[src/verilog/roc_pkg.sv]
`default_nettype none

package roc_pkg;

    // Main CPU address map
    localparam logic [15:0] ROM_BASE    = 16'h6000;   // ROM runs up to FFFF
    localparam logic [6:0]  IO_RD_PAGE  = 7'h18;      // 3000-31FF on reads
    localparam logic [6:0]  IO_WR_PAGE  = 7'h40;      // 8000-81FF on writes
    localparam logic [4:0]  OBJRAM_PAGE = 5'b0100_0;  // 4000-47FF
    localparam logic [4:0]  VRAM_PAGE   = 5'b0100_1;  // 4800-4FFF
    localparam logic [3:0]  RAM_PAGE    = 4'h5;       // 5000-5FFF

    // A[8:7] inside the I/O page
    localparam logic [1:0] IO_SEL_VECTOR = 2'd3;
    localparam logic [1:0] IO_SEL_HIGH   = 2'd2;   // dip3 on reads, sound latch on writes
    localparam logic [1:0] IO_SEL_MID    = 2'd1;   // imux on reads, output latch on writes
    localparam logic [1:0] IO_SEL_LOW    = 2'd0;   // dip1 on reads only

    // Memory widths
    localparam int RAM_AW = 12;
    localparam int VEC_AW = 4;
    localparam int BUS_AW = 11;

    // Target of the current bus cycle
    typedef enum logic [3:0] {
        reg_none,
        reg_rom,
        reg_ram,
        reg_vram,
        reg_objram,
        reg_vector,
        reg_dip1,
        reg_dip3,
        reg_imux,
        reg_snd,
        reg_oreg,
        reg_error
    } region_t;

    // 74LS259 bit index, taken from A[2:0]
    typedef enum logic [2:0] {
        ob_flip    = 3'd0,
        ob_snd_on  = 3'd1,
        ob_mute    = 3'd2,
        ob_coin1   = 3'd3,
        ob_coin2   = 3'd4,
        ob_spare   = 3'd5,
        ob_firq_en = 3'd6,
        ob_irq_en  = 3'd7
    } oreg_bit_t;

endpackage

`default_nettype wire

[src/verilog/roc_ctrl_latch.sv]
`default_nettype none

module roc_ctrl_latch (
    input  logic             clk,
    input  logic             rst,
    input  logic [2:0]       addr,
    input  roc_pkg::region_t region,
    input  logic             rnw,
    input  logic             cpu_cen,
    input  logic [7:0]       cpu_dout,
    input  logic             lvbl,
    input  logic             dip_pause,
    output logic             flip,
    output logic             snd_on,
    output logic             mute,
    output logic             coin1,
    output logic             coin2,
    output logic             firq_en,
    output logic             irq_en,
    output logic [7:0]       snd_latch,
    output logic             irq_n,
    output logic             firq_n
);

    logic                wr_strobe;
    logic                lvbl_l;
    logic                frame_odd;   // Frame parity
    logic                vb_fall;
    roc_pkg::oreg_bit_t  oreg_bit;

    assign wr_strobe = cpu_cen && !rnw;
    assign oreg_bit  = roc_pkg::oreg_bit_t'(addr);

    // Start of vertical blank, ignored while paused
    assign vb_fall = lvbl_l && !lvbl && dip_pause;

    // 74LS259 addressable latch and sound latch
    always_ff @(posedge clk or posedge rst) begin
        if (rst) begin
            flip      <= 1'b0;
            snd_on    <= 1'b0;
            mute      <= 1'b0;
            coin1     <= 1'b0;
            coin2     <= 1'b0;
            firq_en   <= 1'b0;
            irq_en    <= 1'b0;
            snd_latch <= 8'h00;
        end else if (wr_strobe) begin
            if (region == roc_pkg::reg_snd) begin
                snd_latch <= cpu_dout;
            end
            if (region == roc_pkg::reg_oreg) begin
                case (oreg_bit)
                    roc_pkg::ob_flip:    flip    <= cpu_dout[0];
                    roc_pkg::ob_snd_on:  snd_on  <= cpu_dout[0];
                    roc_pkg::ob_mute:    mute    <= cpu_dout[0];
                    roc_pkg::ob_coin1:   coin1   <= cpu_dout[0];
                    roc_pkg::ob_coin2:   coin2   <= cpu_dout[0];
                    roc_pkg::ob_firq_en: firq_en <= cpu_dout[0];
                    roc_pkg::ob_irq_en:  irq_en  <= cpu_dout[0];
                    roc_pkg::ob_spare:   ;   // Output not connected
                    default:             ;
                endcase
            end
        end
    end

    // IRQ set by vblank, held until the enable drops
    always_ff @(posedge clk or posedge rst) begin
        if (rst) begin
            irq_n <= 1'b1;
        end else if (!irq_en) begin
            irq_n <= 1'b1;
        end else if (vb_fall) begin
            irq_n <= 1'b0;
        end
    end

    // FIRQ on every other frame
    always_ff @(posedge clk or posedge rst) begin
        if (rst) begin
            lvbl_l    <= 1'b0;
            frame_odd <= 1'b0;
            firq_n    <= 1'b1;
        end else begin
            lvbl_l <= lvbl;
            if (vb_fall) begin
                frame_odd <= ~frame_odd;
                if (!frame_odd) begin
                    firq_n <= 1'b0;   // First frame after reset fires
                end
            end
            // Release wins over a new request
            if (!firq_en || !dip_pause) begin
                firq_n <= 1'b1;
            end
        end
    end

endmodule

`default_nettype wire

[config.mk]
export PLATFORM = sky130hd
export DESIGN_NAME = roc_ctrl_latch
export DESIGN_NICKNAME = d
export VERILOG_FILES = /design/src/verilog/roc_pkg.sv /design/src/verilog/roc_ctrl_latch.sv
export SDC_FILE = /design/constraint.sdc
export NUM_CORES = 1
export LEC_CHECK = 0
export ABC_CLOCK_PERIOD_IN_PS = 1700
export BUFFER_PORTS_ARGS = -buffer_cell sky130_fd_sc_hd__buf_2
export CORE_UTILIZATION = 40
export CTS_BUF_LIST = sky130_fd_sc_hd__clkbuf_2 sky130_fd_sc_hd__clkbuf_4 sky130_fd_sc_hd__clkbuf_8
export CTS_CLUSTER_DIAMETER = 200
export CTS_CLUSTER_SIZE = 25
export DETAILED_ROUTE_END_ITERATION = 7
export PLACE_DENSITY = 0.66
export SLEW_MARGIN = 20
export SYNTH_ARGS = -nofsm -noshare
export SYNTH_HDL_FRONTEND = slang
export SYNTH_SLANG_ARGS = --single-unit
export TNS_END_PERCENT = 1
[constraint.sdc]
create_clock -name clk -period 1.7 [get_ports clk]
set_clock_uncertainty 0.15 [all_clocks]
set_input_delay 0.17 -clock clk [delete_from_list [all_inputs] [get_ports clk]]
set_output_delay 0.17 -clock clk [all_outputs]
set_load 0.02 [all_outputs]
==> impl_metrics.yaml, run 1 <==
run_status:
  status: "complete, no violations"
setup_path:
  worstPathArrival_ns: 1.01
  endpoint_kind: "primary output"
  slowest_stage: "dfstp_2"
  required_ns: 1.38
  critical_path.cell_chain: "buf_2"
  critPathMaxFanout: 2
  critPathKind: "flip-flop to primary output"
  path_delay_family: "flip-flops"
  startpoint_type: "flip-flop"
  critPathMaxStageDelay_ns: 0.55
  path_buf_inv: 1
floorplan:
  die_w_um: 47.6
  num_rows: 16
  die_y_um: 47.6
  core_area_sq_mm: 0.00196
  die_area_sq_mm: 0.00227
  start_util: 0.425
  io_pins: 38
route:
  antenna_left: 0
  via_count: 645
  viasPerCell: 4.74
  wl_mm: 1.59
  route.detailed.drc: 0
  post_drt_wl_per_cell_um: 11.7
  first_pass_iters: 4
  drtIter0Drc: 1
grt:
  met2_usage: 0.244
  grt_usage: 0.156
  grt_overflow: 0
  grt-busiest-layer: "met2"
  grt_pass1_wl_mm: 2.29
  antenna_found_initial: 0
  grt_max_degree: 20
  grt_pass1_vias: 533
  met3_usage: 0.0491
  use_met1: 0.188
timing:
  finalHoldViolations: 0
  relSlewSlack: 0.754
  setup_tns_ns: 0
  slew_violations: 0
  setup_viol: 0
  tightest_slew_ns: 0.369
  clock.fmax_ghz: 0.751
  fin_crit_sh: 0.783
  rsz0062_at_grt: "no"
  finalCriticalPeriod_ns: 1.33
finish:
  antennaDiodeCount: 0
  post_route_cells_drive_above_1_share: 0.578
  design_area_sq_mm: 0.00119
  fillCellCount: 183
  largest_register_ffs: 8
  top_register: "snd_latch"
  nets: 131
  area_delta_synth_final_pct: 42.8
clocking:
  post_cts_buffers: 0
  cts_resized: 0
  cts.clk_slew.worst_paths_ns: 0.12
  numCtsBuffers: 3
  clock_sinks: 19
  clk_latency_ns: 0.31
  ctsHtreeMaxLevel: 1
  clockBufferDepth: 2
  tritoncts: "done"
  cts-root-buf: "clkbuf_4"
logic_synthesis:
  syn-num-nets: 78
  ys_dominant_reg_cell: "dfrtp_1"
  synthCells: 57
  async_flop_share: 1.00
  yosysSeqAreaShare: 0.574
  synth.distinct_cells: 20
  ys_ff_latch: 19
  yosys.area.top_type: "dfrtp_1"
  synth_edf_count: 0
  ys_top_cells_by_area: "dfrtp_1, mux2_2, dfstp_2, nand4bb_4, nand3b_4"
  avgSynthCellArea_sq_um: 14.6
  yosysTopAreaCellShare: 0.511
  yosys-top-cells-count: "dfrtp_1, mux2_2, nand2_1"
  yosysMostFrequentCell: "dfrtp_1"
  synth_area_sq_um: 833
  yosysWarnings: 0
placed_design:
  dpl_cell_area_sq_mm: 0.00106
  gp_congestion: 0.769
  portBuffers: 37
  dpl.hpwl_mm: 1.12
pwr:
  comb_power_share: 0.233
  power_switching_mw: 0.303
  power_density_mw_per_mm2: 856
  p_leak_nw: 0.608
  p_clk_frac: 0.236
  p_int_mw: 0.715
  switching_share: 0.298
  worst_ir_drop_vdd_mv: 0.560
  seq_power_share: 0.531
job:
  drv_cap: 0
worst_hold_path:
  hold_class: "primary input to flip-flop"
==> layout make-up <==
cell class,count,area (sq um),share of cell area
clock buffer,3,22.5,0.0189
tap,27,33.8,0.0284
sequential,19,478,0.402
timing repair buffer,48,293,0.246
inverter,2,7.51,0.00631
clock inverter,1,7.51,0.00631
multi-input combinational,36,348,0.292
==> placed cells by master (no fill, tap or decap), types with 2 or more instances in the layout <==
master and n:
nand3b_1 2, dfrtp_1 17, buf_2 37, inv_1 2, mux2_2 15, dfstp_2 2, nand3_1 2, clkbuf_4 3
nand2_1 3, nor4_1 2, dlygate4sd3_1 10
==> stage by stage <==
stage          std cells  worst slack, ns  power [mW]   util  hold WS [ns]
6_report             136            0.369        1.02  0.607        0.0552
5_1_grt              136            0.325        1.07  0.607        0.0566
4_1_cts              136            0.360        1.04  0.607        0.0527
3_5_place_dp         122            0.208       0.771  0.540        0.0525
3_3_place_gp         122            0.249       0.767  0.540        0.0500
2_1_floorplan         57            0.428       0.678      -       -0.0304
==> per-layer routing <==
layer	wire length, um	share of wire
met1	733	0.46
met5	0	0
met3	72	0.045
met4	38	0.024
met2	748	0.47
==> cells by family after synthesis <==
family	after synthesis	synth area share
xor+xnor	1	0.0105
buf+inv	2	0.00901
compound gates	1	0.00600
flops	19	0.574
mux	15	0.203
simple gates	19	0.198
==> final timing paths <==
check	startpoint	end	slack [ns]	cells after the start
min in group asynchronous	rst	snd_latch[2]	0.26	4
max	irq_n	irq_n	0.37	1
max reg2reg	irq_en	irq_en	0.77	1
min	cpu_dout[0]	firq_en	0.06	2
max in group asynchronous	rst	firq_n	0.88	4
min reg2reg	irq_en	irq_n	0.27	1
==> what timing repair did <==
action	CTS	global route
setup endpoints to repair	0	0
hold buffers	10	0
hold endpoints to repair	28	0
==> power by group through the flow <==
stage	Clock [mW]	Sequential (mW)	Combinational, mW
final	0.241	0.541	0.237
after global routing	0.269	0.550	0.256
after CTS	0.253	0.542	0.240
after detailed placement	0	0.549	0.222
after global placement	0	0.547	0.219
after floorplan	0	0.605	0.0736
No activity file was read; power rests on OpenSTA's default activity.
==> inputs of run 2 (changes only) <==
ABC_AREA = 1   (was default)
ABC_CLOCK_PERIOD_IN_PS = 1300   (was 1700)
PLACE_DENSITY = 0.65   (was 0.66)
clock period = 1.3 ns   (was 1.7 ns; I/O delays follow)
==> run 2 against run 1 <==
  * Core utilization up 0.87 points
  * Cell count is 35% higher
  * Critical path depth stayed put
  * Clock-buffer cell count increased by 1
  * Area after synthesis up 8.4%
  * Global-route usage increased by 1.3 points
  * Highest routed layer unchanged
  * Synthesized cell count increased by 86%
  * Via count up 30%
  * Combinational power rose by 38%
  * Cell area up 5.6%
  * Largest cell class unchanged
==> impl_metrics.yaml, run 2 <==
run_status:
  status: "complete, no violations"
floorplan:
  num_rows: 16
  start_util: 0.442
  die_y_um: 49.5
  io_pins: 38
  die_w_um: 49.5
  core_area_sq_mm: 0.00204
  die_area_sq_mm: 0.00245
logic_synthesis:
  ys_dominant_reg_cell: "dfrtp_1"
  ys_top_cells_by_area: "dfrtp_1, nand2_1, nand3_1, dfstp_2, nor2_4"
  yosysWarnings: 0
  yosysSeqAreaShare: 0.529
  async_flop_share: 1.00
  yosysTopAreaCellShare: 0.471
  avgSynthCellArea_sq_um: 8.52
  synth.distinct_cells: 17
  synth_area_sq_um: 903
  yosys.area.top_type: "dfrtp_1"
  synthCells: 106
  synth_edf_count: 0
  yosysMostFrequentCell: "nand2_1"
  yosys-top-cells-count: "nand2_1, dfrtp_1, nand3_1, nor2_1"
  ys_ff_latch: 19
  syn-num-nets: 127
timing:
  relSlewSlack: 0.814
  tightest_slew_ns: 0.279
  slew_violations: 0
  setup_tns_ns: 0
  timing.final.ws_setup_ns: 0.0474
  rsz0062_at_grt: "no"
  fin_crit_sh: 0.964
  finalCriticalPeriod_ns: 1.25
  setup_viol: 0
  finalHoldViolations: 0
  clock.fmax_ghz: 0.798
grt:
  grt_pass1_wl_mm: 3.24
  antenna_found_initial: 0
  grt_overflow: 0
  grt_usage: 0.170
  grt_max_degree: 20
  grt_pass1_vias: 755
clocking:
  cts-root-buf: "clkbuf_4"
  ctsHtreeMaxLevel: 1
  numCtsBuffers: 3
  clockBufferDepth: 2
  clock_sinks: 19
  cts.clk_slew.worst_paths_ns: 0.10
  clk_latency_ns: 0.28
  tritoncts: "done"
setup_path:
  critPathMaxStageDelay_ns: 0.54
  slowest_stage: "dfstp_2"
  worstPathArrival_ns: 0.97
  r2r-end: "firq_n"
  path_delay_family: "flip-flops"
  critical_path.cell_chain: "buf_2"
  startpoint_type: "flip-flop"
  crit_cells: 1
  reg2regPathDepth: 3
  path_buf_inv: 1
  required_ns: 1.02
  endpoint_kind: "primary output"
  critPathMaxFanout: 2
  r2r_slack_ns: 0.40
  reg2reg_from: "lvbl_l"
  critPathKind: "flip-flop to primary output"
finish:
  layout_commonest_cell: "nand2_1"
  nets: 179
  largest_register_ffs: 8
  final_cell_mix: "nand2_1, buf_2, nand3_1, dfrtp_1, dlygate4sd3_1"
  top_register: "snd_latch"
  area_delta_synth_final_pct: 39.1
  post_route_cells_drive_above_1_share: 0.338
  antennaDiodeCount: 0
  design_area_sq_mm: 0.00126
pwr:
  power_density_mw_per_mm2: 1060
  worst_ir_drop_vdd_mv: 0.651
  p_leak_nw: 0.705
job:
  drv_cap: 0
placed_design:
  pre_cts_ws_ns: 0.162
  dpl_cell_area_sq_mm: 0.00111
  gp_congestion: 0.792
  portBuffers: 37
  dpl.hpwl_mm: 1.36
worst_hold_path:
  hold-path-cell-count: 4
  whs_endpoint: "snd_latch[5]"
  holdCritStartpoint: "region[1]"
  hold_class: "primary input to flip-flop"
route:
  antenna_left: 0
  route.detailed.drc: 0
  first_pass_iters: 4
  wl_mm: 1.87
  viasPerCell: 4.57
  drtIter0Drc: 10
  post_drt_wl_per_cell_um: 10.2
  via_count: 840
run 2: repair_timing:
action                                 in CTS  in global routing
setup endpoints to repair                   0                  2
resized for setup                           0                  2
hold buffers                               11                  0
endpoints found under the hold margin      30                  0
setup buffers                               0                  0
run 2: how the worst max path moves through the flow:
stage,startpoint,to,slack [ns]
final,firq_n,firq_n,0.05
after global routing,firq_n,firq_n,0.005
after CTS,irq_n,irq_n,0.03
after detailed placement,region[2],coin1,0.16
after global placement,region[2],mute,0.18
after floorplan,cpu_cen,snd_latch[0],0.34
run 2: cell type report:
cell class / count / area [sq um]
clock buffer: 4 / 30.0
fill: 199 / 786
inverter: 8 / 30.0
multi-input combinational: 76 / 372
sequential: 19 / 478
tap: 27 / 33.8
timing repair buffer: 50 / 313
run 2: stage by stage:
step | utilization | instances | power, mW | hold WS, ns
detailed placement | 0.545 | 169 | 1.02 | 0.0102
global route | 0.615 | 184 | 1.43 | 0.0112
finish | 0.615 | 184 | 1.34 | 0.0160
CTS | 0.614 | 184 | 1.35 | 0.00931
global placement | 0.545 | 169 | 1.01 | 0.0107
floorplan | - | 106 | 0.898 | -0.0704
run 2: power by group:
group	internal (mW)	switching, mW	total, mW
Clock	0.140	0.166	0.306
Combinational	0.130	0.196	0.326
Sequential	0.665	0.0404	0.705
run 2: cell families (layout without fill, tap and decap cells):
| group | after synthesis | count (layout) | share of synthesized area |
|---|---|---|---|
| xor gates and xnor gates | 1 | 1 | 0.00970 |
| buffers and inverters | 11 | 62 | 0.0596 |
| AOI/OAI and AO/OA | 1 | 1 | 0.00553 |
| DFF | 19 | 19 | 0.529 |
| and+or+nand+nor | 74 | 74 | 0.396 |
run 2: metal layers:
metal  vias to the layer above  GRT usage  part of all wire  routed length [um]
li1                        443          -                 -                   -
met1                       373      0.234              0.46                 863
met2                        22      0.277              0.49                 913
met3                         2     0.0278             0.043                  81
met4                         0     0.0429            0.0054                  10
met5                         -          0                 0                   0
==> inputs of run 3 (changes only) <==
CORE_UTILIZATION = 48   (was 40)
PLACE_DENSITY = 0.76   (was 0.65)
SKIP_LAST_GASP = 1   (was default)
==> run 3 against run 2 <==
  * Cell area is 0.20% higher
  * Sequential power about the same
  * Wire length grew 2.8%
  * Highest routed layer unchanged
  * Global-route usage grew 3.5 points
  * Fmax shrank 1.1%
  * Critical path type unchanged
  * Die area fell by 16%
  * First-iteration DRC count is 140% higher
==> impl_metrics.yaml, run 3 (synthesized netlist as in run 2, its figures left out) <==
setup_path:
  critPathMaxFanout: 2
  cp-startpoint: "firq_n"
  required_ns: 1.02
  reg2reg_from: "lvbl_l"
  path_buf_inv: 1
  r2r-end: "firq_n"
  worstSetupEndpoint: "firq_n"
  critical_path.cell_chain: "buf_2"
  critPathKind: "flip-flop to primary output"
  reg2regPathDepth: 3
  critPathMaxStageDelay_ns: 0.54
  crit_cells: 1
  r2r_slack_ns: 0.36
  path_delay_family: "flip-flops"
  endpoint_kind: "primary output"
  startpoint_type: "flip-flop"
  worstPathArrival_ns: 0.99
  slowest_stage: "dfstp_2"
pwr:
  power_density_mw_per_mm2: 1050
  worst_ir_drop_vdd_mv: 0.592
  p_leak_nw: 0.709
finish:
  top_register: "snd_latch"
  design_area_sq_mm: 0.00126
  postLayoutCoreUtil: 0.721
  nets: 180
  area_delta_synth_final_pct: 39.3
  post_route_cells_drive_above_1_share: 0.342
  antennaDiodeCount: 0
  largest_register_ffs: 8
  layout_commonest_cell: "nand2_1"
  final_cell_mix: "nand2_1, buf_2, nand3_1, dfrtp_1, dlygate4sd3_1"
floorplan:
  io_pins: 38
  core_area_sq_mm: 0.00175
  num_rows: 15
  die_area_sq_mm: 0.00206
  die_y_um: 45.4
  die_w_um: 45.4
  start_util: 0.518
timing:
  setup_viol: 0
  fin_crit_sh: 0.975
  whs_ns: 0.00382
  clock.fmax_ghz: 0.789
  finalCriticalPeriod_ns: 1.27
  finalHoldViolations: 0
  setup_tns_ns: 0
  tightest_slew_ns: 0.288
  rsz0062_at_grt: "yes"
  relSlewSlack: 0.807
  slew_violations: 0
clocking:
  post_cts_buffers: 0
  cts-root-buf: "clkbuf_4"
  cts.clk_slew.worst_paths_ns: 0.11
  numCtsBuffers: 3
  clock_sinks: 19
  tritoncts: "done"
  clockBufferDepth: 2
  clk_latency_ns: 0.28
  ctsHtreeMaxLevel: 1
grt:
  grt_overflow: 0
  grt_max_degree: 15
  grt_pass1_vias: 765
  antenna_found_initial: 0
  grt_pass1_wl_mm: 3.06
  grt_usage: 0.205
job:
  drv_cap: 0
route:
  viasPerCell: 4.80
  first_pass_iters: 4
  drtIter0Drc: 24
  via_count: 878
  antenna_left: 0
  route.detailed.drc: 0
  post_drt_wl_per_cell_um: 10.5
  wl_mm: 1.92
placed_design:
  dpl_cell_area_sq_mm: 0.00112
  portBuffers: 37
  dpl.hpwl_mm: 1.37
  gp_congestion: 0.818
worst_hold_path:
  hold_class: "primary input to flip-flop"
run_status:
  status: "complete, no violations"
run 3: changes by cell type in the layout (fill, tap and decap cells not counted), sizes merged:
cell    change
clkinv      +1
clkbuf      -1
buf         +1
run 3: layout make-up:
type / count / area, sq um
Clock buffer: 3 / 22.5
Clock inverter: 1 / 5.00
Fill cell: 150 / 487
Inverter: 8 / 30.0
Multi-Input combinational cell: 76 / 372
Sequential cell: 19 / 478
Tap cell: 25 / 31.3
Timing Repair Buffer: 51 / 320
run 3: metrics by stage:
| stage | instances | power (mW) | worst slack [ns] |
|---|---|---|---|
| 4_1_cts | 183 | 1.33 | 0.0288 |
| 3_5_place_dp | 168 | 1.02 | 0.162 |
| 2_1_floorplan | 106 | 0.898 | 0.338 |
| 6_report | 183 | 1.32 | 0.0330 |
| 3_3_place_gp | 168 | 1.01 | 0.181 |
| 5_1_grt | 183 | 1.40 | -0.00909 |
run 3: where the power goes:
part | total [mW] | internal, mW | switching [mW] | leakage [nW]
Sequential | 0.703 | 0.665 | 0.0379 | 0.245
Clock | 0.289 | 0.114 | 0.175 | 0.0177
Combinational | 0.325 | 0.132 | 0.193 | 0.447
run 3: worst min path at each step:
stage	cells past startpoint	endpoint	startpoint	slack (ns)
6_report	4	snd_latch[4]	region[1]	0.004
5_1_grt	4	snd_latch[0]	region[1]	0.02
4_1_cts	4	snd_latch[0]	region[1]	0.003
3_5_place_dp	2	snd_latch[0]	rst	-0.08
3_3_place_gp	2	snd_latch[0]	rst	-0.08
2_1_floorplan	1	coin1	rst	-0.07
run 3: repair_timing:
action	4_1_cts	5_1_grt
endpoints found under the setup margin	0	2
hold buffers	11	0
hold endpoints to repair	27	0
gates resized for setup	0	1
run 3: routing by layer:
layer,global-route usage,share of wire
met1,0.250,0.43
met2,0.351,0.51
met3,0.0317,0.042
met4,0.0970,0.018
met5,0,0
